--- src/ecc_mem_defs.svh ---
//////////////////////////////
// sizing macros for the SECDED scratch memory
// include wherever a width or depth is needed
//////////////////////////////

`ifndef ECC_MEM_DEFS_SVH
`define ECC_MEM_DEFS_SVH

// memory geometry
`define ECC_MEM_BANKS 4
`define ECC_MEM_WORDS 16

// codeword layout
`define ECC_DATA_W    32
`define ECC_CHECK_W   7   // six hamming bits + overall parity

// APB address width, byte address
`define ECC_ADDR_W    12

// error counters saturate at all ones
`define ECC_CNT_W     16

`endif

--- src/ecc_mem_pkg.sv ---
//////////////////////////////
// shared types for the SECDED scratch memory
// request structs, the stored codeword and the
// two views of the APB address
//////////////////////////////

`default_nettype none

`include "ecc_mem_defs.svh"

package ecc_mem_pkg;

   typedef logic [$clog2(`ECC_MEM_BANKS)-1:0] bank_t;
   typedef logic [$clog2(`ECC_MEM_WORDS)-1:0] word_t;

   typedef struct packed {
      logic [`ECC_CHECK_W-1:0] check;
      logic [`ECC_DATA_W-1:0]  data;
   } codeword_t;

   typedef struct packed {
      logic      valid;
      bank_t     bank;
      word_t     word;
      codeword_t codeword;
   } mem_wr_t;

   typedef struct packed {
      logic  valid;
      bank_t bank;
      word_t word;
   } mem_rd_t;

   typedef enum logic [1:0] {
      CSR_INJ_DATA   = 2'd0,
      CSR_INJ_CHECK  = 2'd1,
      CSR_SINGLE_CNT = 2'd2,
      CSR_DOUBLE_CNT = 2'd3
   } csr_idx_e;

   // region 0 is data
   typedef struct packed {
      logic                                                 region;
      logic [`ECC_ADDR_W-$bits(bank_t)-$bits(word_t)-4:0]   pad;
      bank_t                                                bank;
      word_t                                                word;
      logic [1:0]                                           byte_sel;
   } mem_addr_t;

   // region 1 is registers, nonzero pad is an undefined register
   typedef struct packed {
      logic                                    region;
      logic [`ECC_ADDR_W-$bits(csr_idx_e)-4:0] pad;
      csr_idx_e                                index;
      logic [1:0]                              byte_sel;
   } csr_addr_t;

   typedef union packed {
      mem_addr_t mem;
      csr_addr_t csr;
   } apb_addr_u;

endpackage

`default_nettype wire

--- src/ecc_bank.sv ---
//////////////////////////////
// one bank of codeword storage
// writes when the request names this bank,
// every valid read request loads the read register
//////////////////////////////

`timescale 1ns/1ps
`default_nettype none

`include "ecc_mem_defs.svh"

module ecc_bank #(
   parameter ecc_mem_pkg::bank_t BANK_ID = '0
) (
   input  logic                   clk,
   input  logic                   rst_l,
   input  ecc_mem_pkg::mem_wr_t   wr_req,
   input  ecc_mem_pkg::mem_rd_t   rd_req,
   output ecc_mem_pkg::codeword_t rd_codeword
);
   import ecc_mem_pkg::*;

   codeword_t mem [`ECC_MEM_WORDS];
   logic      wr_hit;

   assign wr_hit = wr_req.valid & (wr_req.bank == BANK_ID);

   always_ff @(posedge clk or negedge rst_l) begin
      if (!rst_l) begin
         for (int i = 0; i < `ECC_MEM_WORDS; i++) begin
            mem[i] <= '0;
         end
         rd_codeword <= '0;
      end else begin
         if (wr_hit) mem[wr_req.word] <= wr_req.codeword;
         if (rd_req.valid) rd_codeword <= mem[rd_req.word];   // read path picks the bank
      end
   end

   // front end never issues both to one word, so no bypass is needed
   a_no_wr_rd_same_word : assert property (@(posedge clk) disable iff (!rst_l)
      !(wr_hit && rd_req.valid && (rd_req.bank == BANK_ID) && (rd_req.word == wr_req.word)))
      else $error("bank %0d write and read to word %0d in one cycle", BANK_ID, wr_req.word);

endmodule

`default_nettype wire

--- config.mk ---
export PLATFORM = sky130hd
export DESIGN_NAME = ecc_bank
export DESIGN_NICKNAME = d
export VERILOG_FILES = /design/src/ecc_mem_pkg.sv /design/src/ecc_bank.sv
export VERILOG_INCLUDE_DIRS = /design/src
export SDC_FILE = /design/constraint.sdc
export NUM_CORES = 1
export LEC_CHECK = 0
export ABC_AREA = 1
export BUFFER_PORTS_ARGS = -buffer_cell sky130_fd_sc_hd__clkbuf_2
export CAP_MARGIN = 10
export CORE_MARGIN = 2
export CORE_UTILIZATION = 35
export CTS_BUF_LIST = sky130_fd_sc_hd__clkbuf_8 sky130_fd_sc_hd__clkbuf_16
export CTS_CLUSTER_SIZE = 24
export DETAILED_ROUTE_END_ITERATION = 10
export PLACE_DENSITY = 0.6
export SKIP_CTS_REPAIR_TIMING = 1
export SLEW_MARGIN = 0
export SYNTH_ARGS = -nofsm -noshare
export SYNTH_HDL_FRONTEND = slang
export SYNTH_SLANG_ARGS = --single-unit
--- constraint.sdc ---
create_clock -name clk -period 1 [get_ports clk]
set_input_delay 0.05 -clock clk [delete_from_list [all_inputs] [get_ports clk]]
set_output_delay 0.05 -clock clk [all_outputs]
set_load 0.03 [all_outputs]
Word-level counts from Yosys, hierarchy flattened:

Cells that the tools add are included.

* bits in writable memories: 0
* register bits after elaboration: 663
* output and inout port bits: 39
* memory bits (read-only): 0
* input bits: 55
* logic and storage cells: 48
* memories: 0
* bits in latches: 0

* mux-type cells: 6
* divide/modulo/power cells: 0
* equality and inequality tests: 0
* order comparisons: 3
* add/sub/neg operators: 0
* reductions and logical operators: 2
* multiply operators: 0
* shift operators: 0
* bitwise logic cells: 3

Operators with widths (number)
* 624-bit bitwise mux: 1
* 39-bit binary-select mux with 4-bit select: 1
* 39-bit demux with 4-bit select: 1
* 39-bit two-way mux: 3
* 5-bit greater-or-equal comparator (second input constant): 2
* 4-bit inverter with 5-bit output: 2
* 5-bit by 1-bit < comparator with 1-bit output (second input constant): 1
* 2-bit zero test: 1
* 1-bit AND: 1
* 1-bit logical AND: 1

Longest topological paths before layout:

* depth in word-level cells: 6
* gate-level depth with buffers: 12
* depth with buffers taken out: 9

Worst setup path after synthesis:

No wires, ideal clock.

* path type: input -> register
* start: in wr_req[44] (netlist bit)
* end: reg mem[333] (netlist bit)
* cell stages on the path: 8
* library setup time: 0.133 ns
* slack: -0.216 ns
* arrival: 1.083 ns
* path through: nor2_1 nand2_1 nor3_2 nand3_1 buf_2 buf_2 nand2_1 o21ai_0

* cells in the longest elaborated chain, start to end: 2

Ends and longest elaborated chain
* from (decl): line ecc_bank.sv:17 `input ecc_mem_pkg::mem_wr_t wr_req,`
* 2-bit zero test: line ecc_bank.sv:26 `assign wr_hit = wr_req.valid & (wr_req.bank == BANK_ID);`
* 1-bit AND: line ecc_bank.sv:26
* to (signal, indexed assignment): line ecc_bank.sv:35 `if (wr_hit) mem[wr_req.word] <= wr_req.codeword;`
* to (decl): line ecc_bank.sv:23 `` codeword_t mem [`ECC_MEM_WORDS]; ``

Every way passes these cells.
A chain may end at the register's enable or synchronous reset.

Final worst setup path:

* start: reg rd_codeword[20] (netlist bit)
* end: out rd_codeword[20] (netlist bit)

RTL lines
* from (decl): line ecc_bank.sv:19 `output ecc_mem_pkg::codeword_t rd_codeword`
* from (signal assigned): line ecc_bank.sv:36 `if (rd_req.valid) rd_codeword <= mem[rd_req.word];`

No word-level cell between the ends.

==> flow_metrics.py <==
metrics = {
    "outcome": {
        "status": "complete, but fails checks",
        "failed_checks": "negative setup slack",
    },
    "critical_path": {
        "worstPathMaxFanout": 2,
        "crit_path_end_kind": "output port",
        "crit_type": "reg2out",
        "crit_required_ps": 950,
        "cp-endpoint": "rd_codeword[20]",
        "critPathLaunch": "rd_codeword[20]",
        "start_kind": "flip-flop",
        "worst_path_largest_cell_delay_ps": 440,
        "rr_startpoint": "mem[474]",
        "critPathSlowestCell": "dfrtp_1",
        "worstSetupPathDepth": 1,
        "r2r_setup_slack_ps": -80,
        "critPathArrivalTime_ps": 1220,
        "reg2reg_to": "rd_codeword[6]",
        "critPathBufInv": 1,
        "crit_family": "flip-flops",
        "reg2regPathDepth": 8,
        "path_cells": "buf_6",
    },
    "global_routing": {
        "grt_pass1_vias": 24900,
        "antenna_found_initial": 3,
        "grt_use_total": 0.209,
        "globalRouteOverflowTotal": 0,
        "grt_max_degree": 79,
        "grt_pass1_wl_um": 143000,
    },
    "logic_synthesis": {
        "synth-edff-count": 0,
        "synth_seq_cells": 663,
        "synth_top_area_cell": "dfrtp_1",
        "synth.top_cell.area_share": 0.563,
        "synth_nets": 3748,
        "ys_warn_count": 0,
        "synthDistinctLibCells": 16,
        "netlist_top_cells_count": "nand2_1, dfrtp_1, o21ai_0",
        "synth_seq_area_share": 0.563,
        "syn-mean-instance-area_sq_um": 7.98,
        "async_flop_share": 1.00,
        "synth-main-ff-cell": "dfrtp_1",
        "yosysMostFrequentCell": "nand2_1",
        "synthesis.instances": 3693,
        "synthesis.area_sq_um": 29500,
        "synthTopCellsByArea": "dfrtp_1, nand2_1, o21ai_0",
    },
    "clocking": {
        "cts_buffers": 72,
        "htreeDepth": 3,
        "clock_sinks": 663,
        "tritoncts": "yes",
        "cts_root_buf": "clkbuf_16",
        "cts.path.max_buffers": 3,
        "clk_pin_slew_ps": 60,
        "insertion_delay_ps": 610,
    },
    "routing": {
        "vias_per_cell": 5.06,
        "first_pass_iters": 5,
        "routedWlPerCell_um": 17.7,
        "drc_errors": 0,
        "antenna_left": 0,
        "vias": 25900,
        "initialDrtViolationCount": 2194,
        "wirelength_um": 90800,
    },
    "floorplanning": {
        "start_util": 0.353,
        "dieHeight_um": 294,
        "io_pins": 94,
        "num_rows": 106,
        "die_w_um": 294,
        "dieArea_sq_um": 86600,
        "core_sq_um": 83600,
    },
    "final_layout": {
        "diodes": 0,
        "multi_input_area_sq_um": 12100,
        "drive_above_1_share": 0.185,
        "post-route-util": 0.458,
        "regArea_sq_um": 16600,
        "final_nets": 4043,
        "n_fill_cell": 8131,
        "design_area_sq_um": 38300,
        "areaGrowthSynthToFinish_pct": 30.0,
    },
    "placement": {
        "placed_area_sq_um": 33700,
        "dp_hpwl_um": 55000,
        "pre_cts_ws_ps": -474,
        "portBuffers": 91,
        "routabilityCongestion": 0.775,
    },
    "sta": {
        "finalSetupTns_ps": -8980,
        "fmax_mhz": 790,
        "grt_setup_unrepaired": "yes",
        "hold_viol_final": 0,
        "slew_viol_final": 0,
        "finalSetupViolCount": 75,
        "fin_crit_sh": 1.27,
        "skew_ps": 18.9,
        "fin_ws_ps": -265,
        "min_period_ps": 1270,
        "maxSlewHeadroom": 0.679,
        "tightest_slew_ps": 482,
    },
    "pwr": {
        "power.density_nw_per_um2": 1860,
        "total_power_mw": 71.3,
        "worst_ir_drop_vdd_v": 0.00127,
        "leakage_nw": 18.6,
    },
    "hold_path": {
        "hold_path_class": "in2reg",
    },
    "job": {
        "drv_cap": 0,
    },
}
==> cell families (layout without fill, tap and decap cells) <==
| logic type | count (synthesis) | count (layout) | share of synthesized area |
|---|---|---|---|
| AO/OA/AOI/OAI | 624 | 624 | 0.106 |
| AND/OR/NAND/NOR | 2054 | 2054 | 0.283 |
| buffers and inverters | 352 | 704 | 0.0482 |
| flip-flops | 663 | 663 | 0.563 |
==> flip-flops by register name, summed over array words and instances (netlist names) <==
| register | count |
|---|---|
| mem | 624 |
| rd_codeword | 39 |
==> cell type report <==
cell class / count / share of cell area
well taps: 1080 / 0.0353
clock inverters: 35 / 0.00931
multi-input cells: 2678 / 0.315
repair buffers: 524 / 0.145
inverters: 49 / 0.00539
flip-flops and latches: 663 / 0.433
clock buffers: 96 / 0.0565
==> metal layers <==
metal | track usage | routed length (um) | up-vias
met5 | 0 | 0 | -
met4 | 0.0569 | 1830 | 0
met3 | 0.0290 | 5020 | 126
met2 | 0.328 | 40800 | 722
met1 | 0.301 | 43200 | 12500
li1 | - | - | 12600
==> worst min path at each step <==
stage | end | start | slack, ps | cells past startpoint
finish | rd_codeword[27] | rd_req[3] | 60 | 6
floorplan | mem[0] | rst_l | -250 | 0
global placement | mem[464] | rst_l | 120 | 2
CTS | mem[426] | rst_l | -530 | 2
detailed placement | mem[386] | rst_l | 120 | 2
global route | rd_codeword[27] | rd_req[3] | 80 | 6
==> report_power, final <==
| part | total, mW | internal [mW] | switching [mW] |
|---|---|---|---|
| logic | 11.1 | 5.06 | 6.00 |
| registers | 32.2 | 30.3 | 1.88 |
| clock network | 28.1 | 17.0 | 11.1 |
==> placed cells by master (no fill, tap or decap), drive strengths merged <==
cell            n
nor2            3
clkinv          8
nand4           6
buf           435
o21ai         624
clkinvlp        4
nand3         470
nand2        1571
dfrtp         663
nor3            4
bufinv          7
inv            65
dlygate4sd3    41
clkbuf        144
==> stage by stage <==
stage / hold slack, ps / instances
after global placement: 122 / 4833
after CTS: -533 / 4964
after global routing: 76.3 / 5125
after detailed placement: 124 / 4833
final: 55.3 / 5125
after floorplan: -246 / 3693
Power figures use the tool's default switching activity.
