===== src/ecc_mem_defs.svh =====
//////////////////////////////
// sizing macros for the SECDED scratch memory
// include wherever a width or depth is needed
//////////////////////////////

`ifndef ECC_MEM_DEFS_SVH
`define ECC_MEM_DEFS_SVH

// memory geometry
`define ECC_MEM_BANKS 4
`define ECC_MEM_WORDS 16

// codeword layout
`define ECC_DATA_W    32
`define ECC_CHECK_W   7   // six hamming bits + overall parity

// APB address width, byte address
`define ECC_ADDR_W    12

// error counters saturate at all ones
`define ECC_CNT_W     16

`endif


===== src/ecc_mem_pkg.sv =====
//////////////////////////////
// shared types for the SECDED scratch memory
// request structs, the stored codeword and the
// two views of the APB address
//////////////////////////////

`default_nettype none

`include "ecc_mem_defs.svh"

package ecc_mem_pkg;

   typedef logic [$clog2(`ECC_MEM_BANKS)-1:0] bank_t;
   typedef logic [$clog2(`ECC_MEM_WORDS)-1:0] word_t;

   typedef struct packed {
      logic [`ECC_CHECK_W-1:0] check;
      logic [`ECC_DATA_W-1:0]  data;
   } codeword_t;

   typedef struct packed {
      logic      valid;
      bank_t     bank;
      word_t     word;
      codeword_t codeword;
   } mem_wr_t;

   typedef struct packed {
      logic  valid;
      bank_t bank;
      word_t word;
   } mem_rd_t;

   typedef enum logic [1:0] {
      CSR_INJ_DATA   = 2'd0,
      CSR_INJ_CHECK  = 2'd1,
      CSR_SINGLE_CNT = 2'd2,
      CSR_DOUBLE_CNT = 2'd3
   } csr_idx_e;

   // region 0 is data
   typedef struct packed {
      logic                                                 region;
      logic [`ECC_ADDR_W-$bits(bank_t)-$bits(word_t)-4:0]   pad;
      bank_t                                                bank;
      word_t                                                word;
      logic [1:0]                                           byte_sel;
   } mem_addr_t;

   // region 1 is registers, nonzero pad is an undefined register
   typedef struct packed {
      logic                                    region;
      logic [`ECC_ADDR_W-$bits(csr_idx_e)-4:0] pad;
      csr_idx_e                                index;
      logic [1:0]                              byte_sel;
   } csr_addr_t;

   typedef union packed {
      mem_addr_t mem;
      csr_addr_t csr;
   } apb_addr_u;

endpackage

`default_nettype wire


===== src/ecc_apb_front.sv =====
//////////////////////////////
// APB slave of the scratch memory
// data region encodes, injects and issues write or read requests
// register region holds injection masks and error counters
// writes and register access have no wait state
// and data reads have one
//////////////////////////////

`timescale 1ns/1ps
`default_nettype none

`include "ecc_mem_defs.svh"

module ecc_apb_front (
   input  logic                   clk,
   input  logic                   rst_l,
   input  logic                   psel,
   input  logic                   penable,
   input  logic                   pwrite,
   input  ecc_mem_pkg::apb_addr_u paddr,
   input  logic [`ECC_DATA_W-1:0] pwdata,
   input  logic                   rd_valid,
   input  logic [`ECC_DATA_W-1:0] rd_data,
   input  logic                   single_err,
   input  logic                   double_err,
   output ecc_mem_pkg::mem_wr_t   wr_req,
   output ecc_mem_pkg::mem_rd_t   rd_req,
   output logic [`ECC_DATA_W-1:0] prdata,
   output logic                   pready,
   output logic                   pslverr
);
   import ecc_mem_pkg::*;

   logic                    access;
   logic                    is_csr;
   logic                    csr_ok;
   logic                    csr_wr;
   logic [`ECC_CHECK_W-1:0] enc_check;
   logic [`ECC_DATA_W-1:0]  inj_data;
   logic [`ECC_CHECK_W-1:0] inj_check;
   logic [`ECC_CNT_W-1:0]   err_cnt [2];   // index 0 single and 1 double
   logic [1:0]              cnt_inc;
   logic [1:0]              cnt_clr;

   assign access = psel & penable;
   assign is_csr = paddr.csr.region;
   assign csr_ok = (paddr.csr.pad == '0);
   assign csr_wr = access & is_csr & csr_ok & pwrite;

   secded_encode u_enc (
      .data  (pwdata),
      .check (enc_check)
   );

   // masks corrupt the codeword after clean encoding
   assign wr_req.valid          = access & ~is_csr & pwrite;
   assign wr_req.bank           = paddr.mem.bank;
   assign wr_req.word           = paddr.mem.word;
   assign wr_req.codeword.data  = pwdata ^ inj_data;
   assign wr_req.codeword.check = enc_check ^ inj_check;

   // issue only in the first access cycle
   assign rd_req.valid = access & ~is_csr & ~pwrite & ~rd_valid;
   assign rd_req.bank  = paddr.mem.bank;
   assign rd_req.word  = paddr.mem.word;

   assign pready  = access & (pwrite | is_csr | rd_valid);
   assign pslverr = access & ((is_csr & ~csr_ok) | (~is_csr & ~pwrite & double_err));

   assign cnt_inc = {double_err, single_err};
   assign cnt_clr = {csr_wr & (paddr.csr.index == CSR_DOUBLE_CNT),
                     csr_wr & (paddr.csr.index == CSR_SINGLE_CNT)};

   always_ff @(posedge clk or negedge rst_l) begin
      if (!rst_l) begin
         inj_data  <= '0;
         inj_check <= '0;
         for (int i = 0; i < 2; i++) begin
            err_cnt[i] <= '0;
         end
      end else begin
         if (csr_wr && paddr.csr.index == CSR_INJ_DATA) inj_data <= pwdata;
         if (csr_wr && paddr.csr.index == CSR_INJ_CHECK) begin
            inj_check <= pwdata[`ECC_CHECK_W-1:0];
         end
         for (int i = 0; i < 2; i++) begin
            if (cnt_clr[i]) err_cnt[i] <= '0;
            else if (cnt_inc[i] && !(&err_cnt[i])) err_cnt[i] <= err_cnt[i] + 1'b1;   // saturate
         end
      end
   end

   always_comb begin
      prdata = '0;
      if (!is_csr) begin
         prdata = rd_data;
      end else if (csr_ok) begin
         case (paddr.csr.index)
            CSR_INJ_DATA:   prdata = inj_data;
            CSR_INJ_CHECK:  prdata = `ECC_DATA_W'(inj_check);
            CSR_SINGLE_CNT: prdata = `ECC_DATA_W'(err_cnt[0]);
            CSR_DOUBLE_CNT: prdata = `ECC_DATA_W'(err_cnt[1]);
            default:        prdata = '0;
         endcase
      end
   end

   a_penable_needs_psel : assert property (@(posedge clk) disable iff (!rst_l)
      penable |-> psel)
      else $error("penable high without psel");

endmodule

`default_nettype wire


===== src/secded_encode.sv =====
//////////////////////////////
// hamming check bits of a 32-bit word
// six parity groups plus one overall parity bit
// combinational, used by the write path and the decoder
//////////////////////////////

`timescale 1ns/1ps
`default_nettype none

`include "ecc_mem_defs.svh"

module secded_encode (
   input  logic [`ECC_DATA_W-1:0]  data,
   output logic [`ECC_CHECK_W-1:0] check
);

   // data bits covered by each hamming bit
   // bit k of a group is set when the codeword position of data[k] has that bit set
   localparam logic [`ECC_DATA_W-1:0] HAM_MASK [6] = '{
      32'h56AA_AD5B,   // position bit 0
      32'h9B33_366D,   // position bit 1
      32'hE3C3_C78E,   // position bit 2
      32'h03FC_07F0,   // position bit 3
      32'h03FF_F800,   // position bit 4
      32'hFC00_0000    // position bit 5
   };

   logic [5:0] ham;

   always_comb begin
      for (int i = 0; i < 6; i++) begin
         ham[i] = ^(data & HAM_MASK[i]);
      end
   end

   // top bit makes the parity over all 39 bits even
   assign check = {(^data) ^ (^ham), ham};

endmodule

`default_nettype wire


===== config.mk =====
export PLATFORM = sky130hd
export DESIGN_NAME = ecc_apb_front
export DESIGN_NICKNAME = d
export VERILOG_FILES = /design/src/ecc_mem_pkg.sv /design/src/ecc_apb_front.sv /design/src/secded_encode.sv
export VERILOG_INCLUDE_DIRS = /design/src
export SDC_FILE = /design/constraint.sdc
export NUM_CORES = 1
export LEC_CHECK = 0
export ABC_CLOCK_PERIOD_IN_PS = 5800
export BUFFER_PORTS_ARGS = -buffer_cell sky130_fd_sc_hd__buf_4
export CAP_MARGIN = 0
export CORE_ASPECT_RATIO = 1.5
export CORE_MARGIN = 5
export CORE_UTILIZATION = 56
export CTS_CLUSTER_DIAMETER = 80
export DETAILED_ROUTE_END_ITERATION = 8
export HOLD_SLACK_MARGIN = 0.03
export PLACE_DENSITY_LB_ADDON = 0.3
export SYNTH_ARGS = -nofsm -noshare
export SYNTH_HDL_FRONTEND = slang
export SYNTH_HIERARCHICAL = 1
export SYNTH_SLANG_ARGS = --single-unit

===== constraint.sdc =====
create_clock -name clk -period 5.8 [get_ports clk]
set_input_delay 1.16 -clock clk [delete_from_list [all_inputs] [get_ports clk]]
set_output_delay 1.16 -clock clk [all_outputs]
set_load 0.005 [all_outputs]

### Yosys cells after proc, flatten, opt, wreduce, memory -nomap -nowiden

Index checks and enable logic that the tools add are counted.
W data, S select, Z words.

* flip-flop bits (word level): 71
* output and inout port bits: 87

* $add $sub $neg: 2
* equal/unequal tests: 3
* mux-type cells: 7
* bitwise gates (word level): 25
* reduce and logical (&&, ||, !) cells: 20

Operators with widths (count)
* $reduce_xor A32 Y1: 7
* $pmux W32 S4: 1
* $mux W16: 4
* $mux W32: 2
* $add A16 B1 Y16 const B: 2
* $reduce_and A16 Y1: 2
* $xor A32 B32 Y32: 1
* $and A1 B1 Y1: 15
* $logic_not A7 Y1: 1
* $xor A7 B7 Y7: 1
* $reduce_xor A6 Y1: 1
* $eq A2 B2 Y1 const B: 2
* $logic_and A1 B1 Y1: 4
* $not A1 Y1: 4
* $reduce_bool A2 Y1: 2
* $or A1 B1 Y1: 3
* $eq A2 B1 Y1 const B: 1
* $logic_not A1 Y1: 2
* $logic_not A2 Y1: 1
* $xor A1 B1 Y1: 1

### Longest topological paths before layout

* depth after elaboration: 6
* depth in mapped cells: 7
* depth with buffers taken out: 6

### Cells and area by module

Netlist, hierarchy kept.

By module, submodules not included
* ecc_apb_front: instances 1, cells each 447, area an instance 4574.4 um^2
* secded_encode: instances 1, cells each 59, area an instance 579.3 um^2

### Worst setup path after synthesis

No wires, ideal clock.

* path type: in2out
* from: input pwdata[28]
* to: output wr_req[38] in the netlist's numbering
* arrival time: 2.723 ns
* slack: 1.917 ns
* stages on the path: 6
* path through: xnor2_1 xnor2_1 xnor3_1 xnor2_2 xnor3_1 xor2_1

RTL lines
* from (decl): RTL line ecc_apb_front.sv:21 `` input logic [`ECC_DATA_W-1:0] pwdata, ``
* to (decl): RTL line ecc_apb_front.sv:26 `output ecc_mem_pkg::mem_wr_t wr_req,`

==> summary.txt <==
Run status
  – Outcome: complete, no violations

Cells and area
  – Area growth, synth to finish: 29.98%
  – Antenna diodes: 0
  – Most common cell after layout, fill and taps aside: buf_4
  – Most frequent cells in the layout: buf_4, dfrtp_1, xnor2_1
  – # nets final: 741
  – Post-route insts no fill: 772
  – Fraction of layout instances using a drive strength above 1: 37.88%

Pwr
  – Worst vdd ir: 0.2550 mV
  – Leakage Power: 3.254 nW
  – Power, Total: 1.803 mW
  – Pwr Density: 269.1 nW/um2

CTS
  – CTS Hold Buffers Added: 0
  – Post-CTS sizing: 0
  – CTS tree: done
  – Htree depth: 3
  – Skew-Pair Late Insertion Delay: 340 ps
  – Number of clock sinks: 71
  – CTS Buf Count: 9
  – Max clock buf depth: 2
  – Clock-pin transition on the worst setup and hold timing paths: 60 ps
  – Post-CTS setup buffers: 0
  – Clk root buf: clkbuf_16

Logic synthesis
  – Asr flop ratio synth: 100.0%
  – Post-Syn Instances: 506
  – Area leader, netlist: dfrtp_1
  – Yosys cell types: 56
  – EDFF count, synth: 0
  – Synth Area per Inst: 10.19 um2
  – Share of Yosys cell area claimed by the top area cell type: 34.47%
  – Synthesis-stage register bit count: 71
  – Mapped cell area: 5154 um2
  – Predominant post-synthesis flop cell: dfrtp_1
  – Syn Nets: 592
  – Register area share after synthesis: 34.47%
  – Yosys warning count: 6
  – Synth area leaders: dfrtp_1, mux2_2, xnor2_1, xor2_1, mux4_2

Setup path
  – Critical path arrival: 3250 ps
  – Worst setup startpoint: pwdata[10]
  – Critical-path cell list: buf_4, xnor2_1, xnor2_1, xnor3_1, xor2_1, xnor3_1, xor2_1, buf_4
  – Worst setup EP type: output pin
  – Crit Path Class: input port to output pin
  – Worst path max stage delay: 520 ps
  – CP Max Fanout: 4
  – Max stage delay cell, worst path: xnor3_1
  – CP required: 4640 ps
  – RR Startpoint: err_cnt[16]
  – R2R depth: 5
  – Critical Path Source Type: input port

Global routing
  – Total GRT Usage: 28.17%
  – Largest net degree at the start of global routing: 72
  – First-pass GRT wire length: 24.58 mm
  – Global route overflow: 0
  – Initial antenna violation count: 0
  – Vias in the first global route: 4806

Drt
  – Final ANT Viol Nets: 0
  – DR iter-0 viols: 326
  – Via count: 4688
  – Final WL: 15.87 mm
  – DRC Markers: 0
  – Number of vias per cell: 6.073
  – Per-cell routed wire length: 20.55 um
  – Drt first pass iters: 7

Die
  – Die H: 127.5 um
  – Rows: 43
  – Die Width: 88.33 um
  – Io pins: 171
  – Die area: 11260 um2
  – Initial Utilization: 56.35%
  – CORE AREA: 9146 um2

STA
  – Final Hold Vio Count: 0
  – Worst Max-Slew Pin Slew: 939.7 ps
  – RSZ-0062 raised after global routing: no
  – Clock skew: 8.658 ps
  – Fin Hold WS: 553.6 ps
  – Final setup viols: 0
  – Final setup TNS: 0 ps
  – Slew margin rel.: 37.35%
  – Crit share post-route: 76.00%
  – Min Tclk post-route: 4408 ps
  – Final Max Tran Viols: 0
  – Fmax: 226.9 MHz

Place
  – GP Congestion: 0.9874
  – # port buffers: 168
  – Post-DP HPWL: 11.90 mm
  – Placed cell count: 756

Run
  – Max cap viols: 0

Min path
  – Hold depth: 1
  – HP Class: register to register
  – Worst hold start: inj_data[23]
==> worst max-delay path, delay by kind of cell <==
| kind | cells | cell delay (ps) |
|---|---|---|
| buffers and inverters | 2 | 270 |
| XOR/XNOR | 6 | 1810 |
==> cells by family (layout without fill, tap and decap cells) <==
logic type | Yosys count | in the layout | share of synthesized area, %
buffers and inverters | 51 | 205 | 5.026
AOI/OAI and AO/OA | 88 | 88 | 11.65
adders and majority gates | 2 | 2 | 0.4855
and+or+nand+nor | 134 | 134 | 15.56
muxes | 62 | 62 | 14.93
xor gates and xnor gates | 98 | 98 | 17.87
DFF | 71 | 71 | 34.47
==> routing by layer <==
layer	vias to the layer above	GRT usage [%]	share of wire, %
li1	2138	-	-
met1	2294	32.98	36
met2	213	49.54	54
met3	43	6.258	7.6
met4	0	10.23	2.8
met5	-	0	0
==> per-stage QoR <==
stage | setup slack, ps | util [%] | instance area (um2)
3_5_place_dp | 1458 | 69.86 | 6390
5_1_grt | 1367 | 73.24 | 6699
2_1_floorplan | 1917 | - | 5154
6_report | 1392 | 73.24 | 6699
3_3_place_gp | 1507 | 69.86 | 6390
4_1_cts | 1447 | 73.24 | 6699
==> flip-flops by register name (all words and copies together) (netlist names) <==
register / count
err_cnt: 32
inj_data: 32
inj_check: 7
==> cell type report <==
class	count	area, um2
multi-input combinational	384	3118
sequential	71	1777
clock buffer	11	252.7
inverter	17	63.81
tap	112	140.1
timing repair buffer	172	1291
fill	657	2447
clock inverter	5	56.30
==> synthesized netlist by cell type, types with 12 or more instances <==
master,n
xor2_1,46
nor3_1,12
mux2_2,46
buf_4,12
inv_1,17
xnor2_1,47
a21oi_1,19
a22o_1,15
nand3_1,17
dfrtp_1,71
nand4_1,12
nand2_1,27
o21ai_0,20
buf_2,12
==> final timing paths <==
kind / end / slack [ps]
worst min register to register: inj_data[23] / 550
worst min-delay path: inj_data[23] / 550
worst max register to register: err_cnt[19] / 3700
worst max-delay path: wr_req[38] / 1390
max in group asynchronous: err_cnt[19] / 4220
min in group asynchronous: inj_data[8] / 960
==> power by group <==
group | leakage [nW] | switching, mW | internal, mW
sequential | 0.958 | 0.0680 | 0.539
clock | 0.152 | 0.217 | 0.356
combinational | 2.14 | 0.280 | 0.343
total | 3.25 | 0.566 | 1.24
Power figures use the tool's default switching activity.
